===== config.mk =====
export PLATFORM = sky130hd
export DESIGN_NAME = mbox_top
export DESIGN_NICKNAME = d
export VERILOG_FILES = /design/src/logic/mbox_cfg_pkg.sv /design/src/logic/mbox_reg_pkg.sv /design/src/logic/mbox_fifo.sv /design/src/logic/mbox_irq_ctrl.sv /design/src/logic/mbox_port.sv /design/src/logic/mbox_top.sv
export SDC_FILE = /design/constraint.sdc
export NUM_CORES = 1
export LEC_CHECK = 0
export BUFFER_PORTS_ARGS = -buffer_cell sky130_fd_sc_hd__buf_2
export CORE_MARGIN = 2
export CORE_UTILIZATION = 50
export CTS_CLUSTER_DIAMETER = 40
export DETAILED_ROUTE_END_ITERATION = 8
export PLACE_DENSITY = 0.74
export SLEW_MARGIN = 20
export SYNTH_ARGS = -nofsm -noshare
export SYNTH_HDL_FRONTEND = slang
export SYNTH_SLANG_ARGS = --single-unit

===== constraint.sdc =====
create_clock -name clk_i -period 7.63 [get_ports clk_i]
set_input_delay 1.1445 -clock clk_i [delete_from_list [all_inputs] [get_ports clk_i]]
set_output_delay 1.1445 -clock clk_i [all_outputs]
set_load 0.02 [all_outputs]

===== src/logic/mbox_cfg_pkg.sv =====
/*
 * datapath sizes and word types shared by both mailbox directions
 * MBOX_DEPTH must be at least 2, DATA_W a multiple of 8
 * the fill count is one bit wider than a buffer index so that full fits
 */
package mbox_cfg_pkg;

  // ------------------------------
  // sizes
  // ------------------------------
  localparam int unsigned MBOX_DEPTH = 8;           // words per direction
  localparam int unsigned DATA_W     = 32;          // register and payload width
  localparam int unsigned STRB_W     = DATA_W / 8;  // one enable per byte

  // width of a buffer index, kept at 1 bit for a degenerate depth
  localparam int unsigned IDX_W = (MBOX_DEPTH > 1) ? $clog2(MBOX_DEPTH) : 1;

  // ------------------------------
  // types
  // ------------------------------
  // one mailbox word, also the register width
  typedef logic [DATA_W-1:0] data_t;

  // byte enables of a register write
  typedef logic [STRB_W-1:0] strb_t;

  // fill count 0..MBOX_DEPTH, thresholds use the same type
  typedef logic [IDX_W:0] usage_t;

endpackage


===== src/logic/mbox_reg_pkg.sv =====
/*
 * register map of one mailbox port, addressed by word index
 * indices above CTRL are unmapped and answer with an error
 * bit positions below are shared by the RTL and the testbench
 */
package mbox_reg_pkg;

  // word index of a register request
  typedef logic [3:0] reg_addr_t;

  // ------------------------------
  // register indices
  // ------------------------------
  typedef enum reg_addr_t {
    MBOXW  = 4'd0,  // push into the outgoing FIFO, write only
    MBOXR  = 4'd1,  // pop from the incoming FIFO, read only
    STATUS = 4'd2,  // FIFO state, read only
    ERROR  = 4'd3,  // sticky errors, clear on read
    WIRQT  = 4'd4,  // write threshold
    RIRQT  = 4'd5,  // read threshold
    IRQS   = 4'd6,  // irq status, write 1 to acknowledge
    IRQEN  = 4'd7,  // irq enable
    IRQP   = 4'd8,  // irq pending, read only
    CTRL   = 4'd9   // flush control, reads 0
  } reg_e;

  // STATUS bits
  localparam int unsigned STAT_R_EMPTY = 0;  // incoming FIFO empty
  localparam int unsigned STAT_W_FULL  = 1;  // outgoing FIFO full
  localparam int unsigned STAT_W_THR   = 2;  // outgoing usage above WIRQT
  localparam int unsigned STAT_R_THR   = 3;  // incoming usage above RIRQT

  // ERROR bits
  localparam int unsigned ERR_R_EMPTY = 0;   // MBOXR read while empty
  localparam int unsigned ERR_W_FULL  = 1;   // MBOXW write while full

  // interrupt bits, same layout in IRQS, IRQEN and IRQP
  localparam int unsigned IRQ_W_THR = 0;
  localparam int unsigned IRQ_R_THR = 1;
  localparam int unsigned IRQ_ERR   = 2;

  typedef logic [2:0] irq_vec_t;

  // CTRL bits
  localparam int unsigned CTRL_FLUSH_W = 0;  // flush outgoing FIFO
  localparam int unsigned CTRL_FLUSH_R = 1;  // flush incoming FIFO

  // ------------------------------
  // fixed read words
  // ------------------------------
  localparam mbox_cfg_pkg::data_t MBOXW_READ_WORD = 32'hFEED_C0DE;
  localparam mbox_cfg_pkg::data_t EMPTY_READ_WORD = 32'hFEED_DEAD;

endpackage


===== src/logic/mbox_fifo.sv =====
/*
 * circular word buffer between the two mailbox ports
 * data_o shows the head word before a pop, it is not fall-through
 * flush wins over a push or pop in the same cycle
 * the producer must not push when full, the consumer must not pop when empty
 */
module mbox_fifo (
  input  logic                 clk_i,
  input  logic                 rst_i,
  input  logic                 flush_i,  // empties the buffer in one cycle
  input  logic                 push_i,
  input  mbox_cfg_pkg::data_t  data_i,
  input  logic                 pop_i,
  output mbox_cfg_pkg::data_t  data_o,   // head word, meaningful while usage_o != 0
  output mbox_cfg_pkg::usage_t usage_o
);
  import mbox_cfg_pkg::*;

  typedef logic [IDX_W-1:0] ptr_t;

  localparam ptr_t   LAST_IDX = ptr_t'(MBOX_DEPTH - 1);
  localparam usage_t FULL_CNT = usage_t'(MBOX_DEPTH);

  data_t  mem_q [MBOX_DEPTH];  // payload, no reset
  ptr_t   wr_ptr_q;
  ptr_t   rd_ptr_q;
  usage_t usage_q;

  // wrap explicitly, depth need not be a power of two
  function automatic ptr_t ptr_inc(ptr_t p);
    return (p == LAST_IDX) ? '0 : p + ptr_t'(1);
  endfunction

  // ------------------------------
  // pointers and fill count
  // ------------------------------
  always_ff @(posedge clk_i) begin
    if (rst_i || flush_i) begin
      wr_ptr_q <= '0;
      rd_ptr_q <= '0;
      usage_q  <= '0;
    end else begin
      if (push_i) begin
        wr_ptr_q <= ptr_inc(wr_ptr_q);
      end
      if (pop_i) begin
        rd_ptr_q <= ptr_inc(rd_ptr_q);
      end
      case ({push_i, pop_i})
        2'b10:   usage_q <= usage_q + usage_t'(1);
        2'b01:   usage_q <= usage_q - usage_t'(1);
        default: usage_q <= usage_q;  // idle, or push and pop together
      endcase
    end
  end

  // storage, a flushed push is dropped
  always_ff @(posedge clk_i) begin
    if (push_i && !flush_i) begin
      mem_q[wr_ptr_q] <= data_i;
    end
  end

  assign data_o  = mem_q[rd_ptr_q];
  assign usage_o = usage_q;

  // ------------------------------
  // producer and consumer rules
  // ------------------------------
  a_no_push_full: assert property (@(posedge clk_i) disable iff (rst_i)
    push_i |-> (usage_q != FULL_CNT))
    else $error("mbox_fifo: push while full");

  a_no_pop_empty: assert property (@(posedge clk_i) disable iff (rst_i)
    pop_i |-> (usage_q != '0))
    else $error("mbox_fifo: pop while empty");

endmodule


===== src/logic/mbox_irq_ctrl.sv =====
/*
 * interrupt status, enable and pending registers of one port
 * irq_o is an active-high level, pending = status and enable
 * an acknowledge never drops an event that is set in the same cycle
 */
module mbox_irq_ctrl (
  input  logic                   clk_i,
  input  logic                   rst_i,
  input  mbox_reg_pkg::irq_vec_t set_i,       // events, one per bit, level or pulse
  input  logic                   ack_i,       // IRQS write
  input  mbox_reg_pkg::irq_vec_t ack_mask_i,  // 1 clears the status bit
  input  logic                   en_we_i,     // IRQEN write
  input  mbox_reg_pkg::irq_vec_t en_i,
  output mbox_reg_pkg::irq_vec_t irqs_o,
  output mbox_reg_pkg::irq_vec_t irqen_o,
  output mbox_reg_pkg::irq_vec_t irqp_o,
  output logic                   irq_o
);
  import mbox_reg_pkg::*;

  irq_vec_t irqs_q;
  irq_vec_t irqs_d;
  irq_vec_t irqen_q;
  irq_vec_t clr_mask;  // bits acknowledged this cycle

  // ------------------------------
  // status update
  // ------------------------------
  assign clr_mask = ack_i ? ack_mask_i : '0;
  assign irqs_d   = (irqs_q & ~clr_mask) | set_i;  // set wins over ack

  always_ff @(posedge clk_i) begin
    if (rst_i) begin
      irqs_q  <= '0;
      irqen_q <= '0;
    end else begin
      irqs_q <= irqs_d;
      if (en_we_i) begin
        irqen_q <= en_i;
      end
    end
  end

  // pending and output follow the registers without delay
  assign irqs_o  = irqs_q;
  assign irqen_o = irqen_q;
  assign irqp_o  = irqs_q & irqen_q;
  assign irq_o   = |irqp_o;

  // ------------------------------
  // checks
  // ------------------------------
  a_irq_level: assert property (@(posedge clk_i) disable iff (rst_i)
    irq_o == |(irqs_q & irqen_q))
    else $error("mbox_irq_ctrl: irq_o differs from OR of pending bits");

endmodule


===== src/logic/mbox_port.sv =====
/*
 * register block of one mailbox port, request decoded in the request cycle
 * the response is registered and pulses one cycle after the request
 * one request per cycle at most, there is no back-pressure
 */
module mbox_port (
  input  logic                    clk_i,
  input  logic                    rst_i,
  // register request, one-cycle strobe
  input  logic                    req_i,
  input  logic                    we_i,
  input  mbox_reg_pkg::reg_addr_t addr_i,
  input  mbox_cfg_pkg::data_t     wdata_i,
  input  mbox_cfg_pkg::strb_t     wstrb_i,
  // registered response
  output logic                    rsp_valid_o,
  output mbox_cfg_pkg::data_t     rdata_o,
  output logic                    err_o,
  output logic                    irq_o,
  // outgoing FIFO, this port is the producer
  output mbox_cfg_pkg::data_t     tx_data_o,
  output logic                    tx_push_o,
  output logic                    tx_flush_o,
  input  mbox_cfg_pkg::usage_t    tx_usage_i,
  // incoming FIFO, this port is the consumer
  input  mbox_cfg_pkg::data_t     rx_data_i,
  output logic                    rx_pop_o,
  output logic                    rx_flush_o,
  input  mbox_cfg_pkg::usage_t    rx_usage_i
);
  import mbox_cfg_pkg::*;
  import mbox_reg_pkg::*;

  localparam usage_t THR_MAX = usage_t'(MBOX_DEPTH - 1);  // fires when completely full

  logic       tx_full;
  logic       rx_empty;
  logic [3:0] status;            // built from usage, not stored
  logic [1:0] error_q, error_d;
  logic [1:0] err_new;           // errors raised by this request
  logic       err_clr;           // ERROR read
  usage_t     wirqt_q, wirqt_d;
  usage_t     rirqt_q, rirqt_d;
  irq_vec_t   irq_set;
  irq_vec_t   irqs, irqen, irqp;
  logic       irq_ack;
  logic       irqen_we;
  data_t      wdata_m;           // write data with unstrobed bytes zeroed
  data_t      rsp_data_d, rsp_data_q;
  logic       rsp_err_d, rsp_err_q;
  logic       rsp_valid_q;

  function automatic data_t mask_bytes(data_t d, strb_t s);
    data_t m;
    for (int i = 0; i < STRB_W; i++) begin
      m[i*8 +: 8] = s[i] ? d[i*8 +: 8] : 8'h00;
    end
    return m;
  endfunction

  // thresholds above depth-1 could never trigger
  function automatic usage_t clamp_thr(data_t v);
    return (v > data_t'(THR_MAX)) ? THR_MAX : usage_t'(v);
  endfunction

  // ------------------------------
  // status and irq events
  // ------------------------------
  assign tx_full  = (tx_usage_i == usage_t'(MBOX_DEPTH));
  assign rx_empty = (rx_usage_i == '0);

  always_comb begin
    status               = '0;
    status[STAT_R_EMPTY] = rx_empty;
    status[STAT_W_FULL]  = tx_full;
    status[STAT_W_THR]   = (tx_usage_i > wirqt_q);  // strictly above
    status[STAT_R_THR]   = (rx_usage_i > rirqt_q);
    irq_set              = '0;
    irq_set[IRQ_W_THR]   = status[STAT_W_THR];  // level, re-sets after ack while above
    irq_set[IRQ_R_THR]   = status[STAT_R_THR];
    irq_set[IRQ_ERR]     = |err_new;
  end

  assign wdata_m   = mask_bytes(wdata_i, wstrb_i);
  assign tx_data_o = wdata_m;

  // ------------------------------
  // request decode
  // ------------------------------
  always_comb begin
    tx_push_o  = 1'b0;
    tx_flush_o = 1'b0;
    rx_pop_o   = 1'b0;
    rx_flush_o = 1'b0;
    wirqt_d    = wirqt_q;
    rirqt_d    = rirqt_q;
    irq_ack    = 1'b0;
    irqen_we   = 1'b0;
    err_new    = '0;
    err_clr    = 1'b0;
    rsp_data_d = '0;
    rsp_err_d  = 1'b0;
    if (req_i && we_i) begin
      case (addr_i)
        MBOXW: begin
          if (tx_full) begin
            err_new[ERR_W_FULL] = 1'b1;  // word dropped
            rsp_err_d           = 1'b1;
          end else begin
            tx_push_o = 1'b1;
          end
        end
        WIRQT: wirqt_d  = clamp_thr(wdata_m);
        RIRQT: rirqt_d  = clamp_thr(wdata_m);
        IRQS:  irq_ack  = wstrb_i[0];
        IRQEN: irqen_we = wstrb_i[0];
        CTRL: begin
          tx_flush_o = wstrb_i[0] & wdata_i[CTRL_FLUSH_W];
          rx_flush_o = wstrb_i[0] & wdata_i[CTRL_FLUSH_R];
        end
        default: rsp_err_d = 1'b1;  // read-only or unmapped
      endcase
    end else if (req_i) begin
      case (addr_i)
        MBOXW: rsp_data_d = MBOXW_READ_WORD;
        MBOXR: begin
          if (rx_empty) begin
            rsp_data_d           = EMPTY_READ_WORD;
            rsp_err_d            = 1'b1;
            err_new[ERR_R_EMPTY] = 1'b1;
          end else begin
            rsp_data_d = rx_data_i;  // head word, popped this cycle
            rx_pop_o   = 1'b1;
          end
        end
        STATUS: rsp_data_d = data_t'(status);
        ERROR: begin
          rsp_data_d = data_t'(error_q);
          err_clr    = 1'b1;
        end
        WIRQT:   rsp_data_d = data_t'(wirqt_q);
        RIRQT:   rsp_data_d = data_t'(rirqt_q);
        IRQS:    rsp_data_d = data_t'(irqs);
        IRQEN:   rsp_data_d = data_t'(irqen);
        IRQP:    rsp_data_d = data_t'(irqp);
        CTRL:    rsp_data_d = '0;    // flush bits are self-clearing
        default: rsp_err_d  = 1'b1;  // unmapped index
      endcase
    end
  end

  // a new error in the clearing cycle survives the clear
  assign error_d = (err_clr ? 2'b00 : error_q) | err_new;

  // ------------------------------
  // registers and response
  // ------------------------------
  always_ff @(posedge clk_i) begin
    if (rst_i) begin
      error_q     <= '0;
      wirqt_q     <= '0;
      rirqt_q     <= '0;
      rsp_valid_q <= 1'b0;
      rsp_err_q   <= 1'b0;
    end else begin
      error_q     <= error_d;
      wirqt_q     <= wirqt_d;
      rirqt_q     <= rirqt_d;
      rsp_valid_q <= req_i;
      rsp_err_q   <= rsp_err_d;  // low between responses
    end
  end

  always_ff @(posedge clk_i) begin
    if (req_i) begin
      rsp_data_q <= rsp_data_d;
    end
  end

  assign rsp_valid_o = rsp_valid_q;
  assign rdata_o     = rsp_data_q;
  assign err_o       = rsp_err_q;

  mbox_irq_ctrl u_irq (
    .clk_i      (clk_i),
    .rst_i      (rst_i),
    .set_i      (irq_set),
    .ack_i      (irq_ack),
    .ack_mask_i (wdata_i[IRQ_ERR:0]),
    .en_we_i    (irqen_we),
    .en_i       (wdata_i[IRQ_ERR:0]),
    .irqs_o     (irqs),
    .irqen_o    (irqen),
    .irqp_o     (irqp),
    .irq_o      (irq_o)
  );

endmodule


===== src/logic/mbox_top.sv =====
/*
 * two-port mailbox, each port writes one FIFO and reads the other
 * a response follows its request by exactly one cycle
 * interrupts are active-high levels
 */
module mbox_top (
  input  logic                    clk_i,
  input  logic                    rst_i,
  // port 0
  input  logic                    p0_req_i,
  input  logic                    p0_we_i,
  input  mbox_reg_pkg::reg_addr_t p0_addr_i,
  input  mbox_cfg_pkg::data_t     p0_wdata_i,
  input  mbox_cfg_pkg::strb_t     p0_wstrb_i,
  output logic                    p0_rsp_valid_o,
  output mbox_cfg_pkg::data_t     p0_rdata_o,
  output logic                    p0_err_o,
  output logic                    p0_irq_o,
  // port 1
  input  logic                    p1_req_i,
  input  logic                    p1_we_i,
  input  mbox_reg_pkg::reg_addr_t p1_addr_i,
  input  mbox_cfg_pkg::data_t     p1_wdata_i,
  input  mbox_cfg_pkg::strb_t     p1_wstrb_i,
  output logic                    p1_rsp_valid_o,
  output mbox_cfg_pkg::data_t     p1_rdata_o,
  output logic                    p1_err_o,
  output logic                    p1_irq_o
);
  import mbox_cfg_pkg::*;

  // ------------------------------
  // port side strobes
  // ------------------------------
  data_t  p0_tx_data, p1_tx_data;
  logic   p0_tx_push, p1_tx_push;
  logic   p0_tx_flush, p1_tx_flush;
  logic   p0_rx_pop, p1_rx_pop;
  logic   p0_rx_flush, p1_rx_flush;

  // FIFO side, named by direction
  data_t  q01_head, q10_head;
  usage_t q01_usage, q10_usage;

  mbox_port port0 (
    .clk_i       (clk_i),
    .rst_i       (rst_i),
    .req_i       (p0_req_i),
    .we_i        (p0_we_i),
    .addr_i      (p0_addr_i),
    .wdata_i     (p0_wdata_i),
    .wstrb_i     (p0_wstrb_i),
    .rsp_valid_o (p0_rsp_valid_o),
    .rdata_o     (p0_rdata_o),
    .err_o       (p0_err_o),
    .irq_o       (p0_irq_o),
    .tx_data_o   (p0_tx_data),
    .tx_push_o   (p0_tx_push),
    .tx_flush_o  (p0_tx_flush),
    .tx_usage_i  (q01_usage),   // writes 0->1
    .rx_data_i   (q10_head),    // reads 1->0
    .rx_pop_o    (p0_rx_pop),
    .rx_flush_o  (p0_rx_flush),
    .rx_usage_i  (q10_usage)
  );

  mbox_port port1 (
    .clk_i       (clk_i),
    .rst_i       (rst_i),
    .req_i       (p1_req_i),
    .we_i        (p1_we_i),
    .addr_i      (p1_addr_i),
    .wdata_i     (p1_wdata_i),
    .wstrb_i     (p1_wstrb_i),
    .rsp_valid_o (p1_rsp_valid_o),
    .rdata_o     (p1_rdata_o),
    .err_o       (p1_err_o),
    .irq_o       (p1_irq_o),
    .tx_data_o   (p1_tx_data),
    .tx_push_o   (p1_tx_push),
    .tx_flush_o  (p1_tx_flush),
    .tx_usage_i  (q10_usage),   // writes 1->0
    .rx_data_i   (q01_head),    // reads 0->1
    .rx_pop_o    (p1_rx_pop),
    .rx_flush_o  (p1_rx_flush),
    .rx_usage_i  (q01_usage)
  );

  // ------------------------------
  // buffers, either side may flush
  // ------------------------------
  mbox_fifo fifo_0to1 (
    .clk_i   (clk_i),
    .rst_i   (rst_i),
    .flush_i (p0_tx_flush | p1_rx_flush),
    .push_i  (p0_tx_push),
    .data_i  (p0_tx_data),
    .pop_i   (p1_rx_pop),
    .data_o  (q01_head),
    .usage_o (q01_usage)
  );

  mbox_fifo fifo_1to0 (
    .clk_i   (clk_i),
    .rst_i   (rst_i),
    .flush_i (p1_tx_flush | p0_rx_flush),
    .push_i  (p1_tx_push),
    .data_i  (p1_tx_data),
    .pop_i   (p0_rx_pop),
    .data_o  (q10_head),
    .usage_o (q10_usage)
  );

endmodule


==> metrics <==
first-pass GRT wire length 82.4 mm; worst setup path startpoint p0_req_i; switch share 21.4%; Synth Net Count 1578; critical path type in -> reg; critical path required time 7.88 ns; Detailed Route WL 54.2 mm; Fillers 3747; worst setup margin 2.85 ns; max-slew violation count 0; vias in the first global route 14045; routed wire length per instance 22.7 um; Final HPWL DP 33.5 mm; Slew headroom 28.9%; Final period util 62.6%; pwr dens 250 nW/um2; core footprint 51100 um2; grt ovf 0; Worst R2R Start fifo_0to1.usage_o[1]; drt drc 0; Port Buf Inserts 155; Yosys warning count 0; Flop pwr share 51.3%; number of synthesized flops with an enable pin 576; Post-synth ARST share 0%; height of the die 231 um; min-delay worst type reg -> reg; post-synthesis cell type count 69; Seq cells post-synth 638; number of vias in the routed layout 13864; slowest stage cell, crit path nor3_2; CP endpoint kind flip-flop; internal power 5890 uW; MaxCap Viol Count 0; Clock transition at path regs 0.06 ns; clk_skew 0.0294 ns; Area after DPL 27400 um2; GPL Wtd Cong 0.899; CP delay by family, top simple AND/OR/NAND/NOR gates; Setup violations, final 0; clk sinks 638; Final nets 1763; hold_ws 0.457 ns; startpoint types input pin; critical path cell sequence buf_2 > and2_1 > nand4_1 > a221oi_1 > nand2b_1 > nor3_2 > buf_4; postcts setup bufs 0; CTS Buf Count 75; final setup TNS 0 ns; hold_buf cts 0; worst hold path startpoint port1.error_q[0]; Post-Layout Inst Area 30000 um2; unrepaired setup endpoints after global routing false; Tot Pwr 7490 uW; Seq/Total Area, Yosys 72.0%; multi-input logic area 6940 um2; post-cts resize count 0; Root Buffer clkbuf_16; TritonCTS clock tree yes; IO Count 156; Tmin final 4.78 ns; post-route ant nets 0; Die X 231 um; initial antenna violation count 0; Max IR drop VDD 0.000212 V; GRT Util Overall 20.7%; CTS Buffer Depth 3; Psw 1610 uW; Leakage 0.00990 uW; Fin. Hold Viols 0; Starting Density 50.4%; Post-Syn Area 25800 um2; die area 53300 um2; H-tree levels 3; layout cells sized above 1 26.9%; worst path buffer plus inverter count 2; Reg area 18600 um2; CP max stage delay 0.87 ns; row count 83; Clock power frac 45.8%; initial DRC count 1410; critical path arrival 5.03 ns; worst slew pin tran 1.06 ns; top_reg_cell synth edfxtp_1; Setup WS pre-CTS 2.23 ns; Gate power share 2.9%; CP max FO 36; Vias/cell 5.81; area delta synth->final 16.5%; status complete, no violations; Pre-antenna DRT Iters 6; Mapped Cells 1462; Max Freq 209 MHz; pin count of the biggest net entering global routing 65; Post-Syn Area per Cell 17.6 um2; clock latency on the worst-skew pair 0.61 ns
tightest hold or removal path, stage by stage (launching register included):
cell and delay (ns):
dfxtp_1 0.31, nand2_1 0.05, a21oi_1 0.05
registers in the layout, indices dropped and copies added, names as in the netlist, 4 cells and up, named ones only:
| signal | cells |
|---|---|
| fifo_1to0.mem_q | 256 |
| port0.rdata_o | 32 |
| port1.rdata_o | 32 |
| fifo_1to0.usage_o | 4 |
| port1.wirqt_q | 4 |
| fifo_0to1.usage_o | 4 |
| port1.rirqt_q | 4 |
| port0.rirqt_q | 4 |
| port0.wirqt_q | 4 |
| fifo_0to1.mem_q | 256 |
cell type report:
type | instances | share of cell area [%]
diodes | 2 | 0.0167
clock inverters | 51 | 1.59
clock buffers | 83 | 6.50
well taps | 680 | 2.84
multi-input cells | 728 | 23.1
repair buffers | 178 | 3.75
flip-flops and latches | 638 | 61.8
inverters | 26 | 0.325
cell families after synthesis:
family / synth area share (%)
and+or+nand+nor: 6.41
muxes: 14.1
xor gates and xnor gates: 0.306
buffers and inverters: 1.50
AOI/OAI and AO/OA: 4.22
adders and majority gates: 1.46
DFF: 72.0
cell usage after synthesis, types with 19 or more instances:
| master | count | area [um2] |
|---|---|---|
| edfxtp_1 | 576 | 17300 |
| dfxtp_1 | 62 | 1240 |
| mux2i_1 | 73 | 731 |
| mux4_2 | 128 | 2880 |
| ha_1 | 30 | 375 |
| and2_1 | 63 | 394 |
| nor2_1 | 72 | 270 |
| a21oi_1 | 83 | 415 |
| nor3_1 | 19 | 95.1 |
| inv_1 | 22 | 82.6 |
| nand2_1 | 53 | 199 |
| clkbuf_1 | 43 | 161 |
cells in the final DEF (no fill, tap or decap), types with 8 or more instances in the layout:
cell       Yosys  final
nand2_1       53     53
nor2_1        72     60
edfxtp_1     576    576
nor3_1        19     15
and2_1        63     63
a31oi_1       10     10
ha_1          30     30
a21oi_1       83     83
nor2b_1        8      8
nand3_1       16     16
dfxtp_1       62     56
a211oi_1      11     11
nand4_1       13     13
nand2b_1      18     18
clkbuf_16      0     77
inv_6          0      9
or4_1         11     11
o21ai_0       11     11
inv_1         22     22
nor2_4         0     12
o21ai_1       15     15
clkinv_1       0     12
mux4_2       128    128
mux2i_1       73     73
o22ai_1        9      9
buf_2         18    155
buf_4          1     13
layer usage:
metal / GRT usage [%] / wire length (um) / part of all wire [%] / up-vias
met3: 4.20 / 3680 / 6.8 / 103
met5: 0 / 0 / 0 / -
li1: - / - / - / 6245
met1: 27.7 / 22200 / 41 / 6968
met4: 8.29 / 1570 / 2.9 / 0
met2: 33.4 / 26700 / 49 / 548
through the flow:
stage,std cells,utilization (%)
floorplan,1462,-
global placement,2240,53.5
detailed placement,2244,53.6
CTS,2378,58.4
global route,2384,58.7
finish,2386,58.7
final timing paths:
path                                              end  slack, ns  cells past startpoint
worst max register to register  fifo_0to1.mem_q[0][8]       3.56                      6
worst max-delay path            fifo_0to1.mem_q[0][8]       2.85                      7
worst min-delay path                 port1.error_q[0]       0.46                      2
worst min register to register       port1.error_q[0]       0.46                      2
power groups by stage:
stage	logic [uW]	registers, uW	clock network [uW]
floorplan	86.7	3940	0
global placement	210	3910	0
detailed placement	217	3920	0
CTS	218	3840	3490
global route	237	3840	3630
finish	217	3840	3430
No activity file was read; power rests on OpenSTA's default activity.
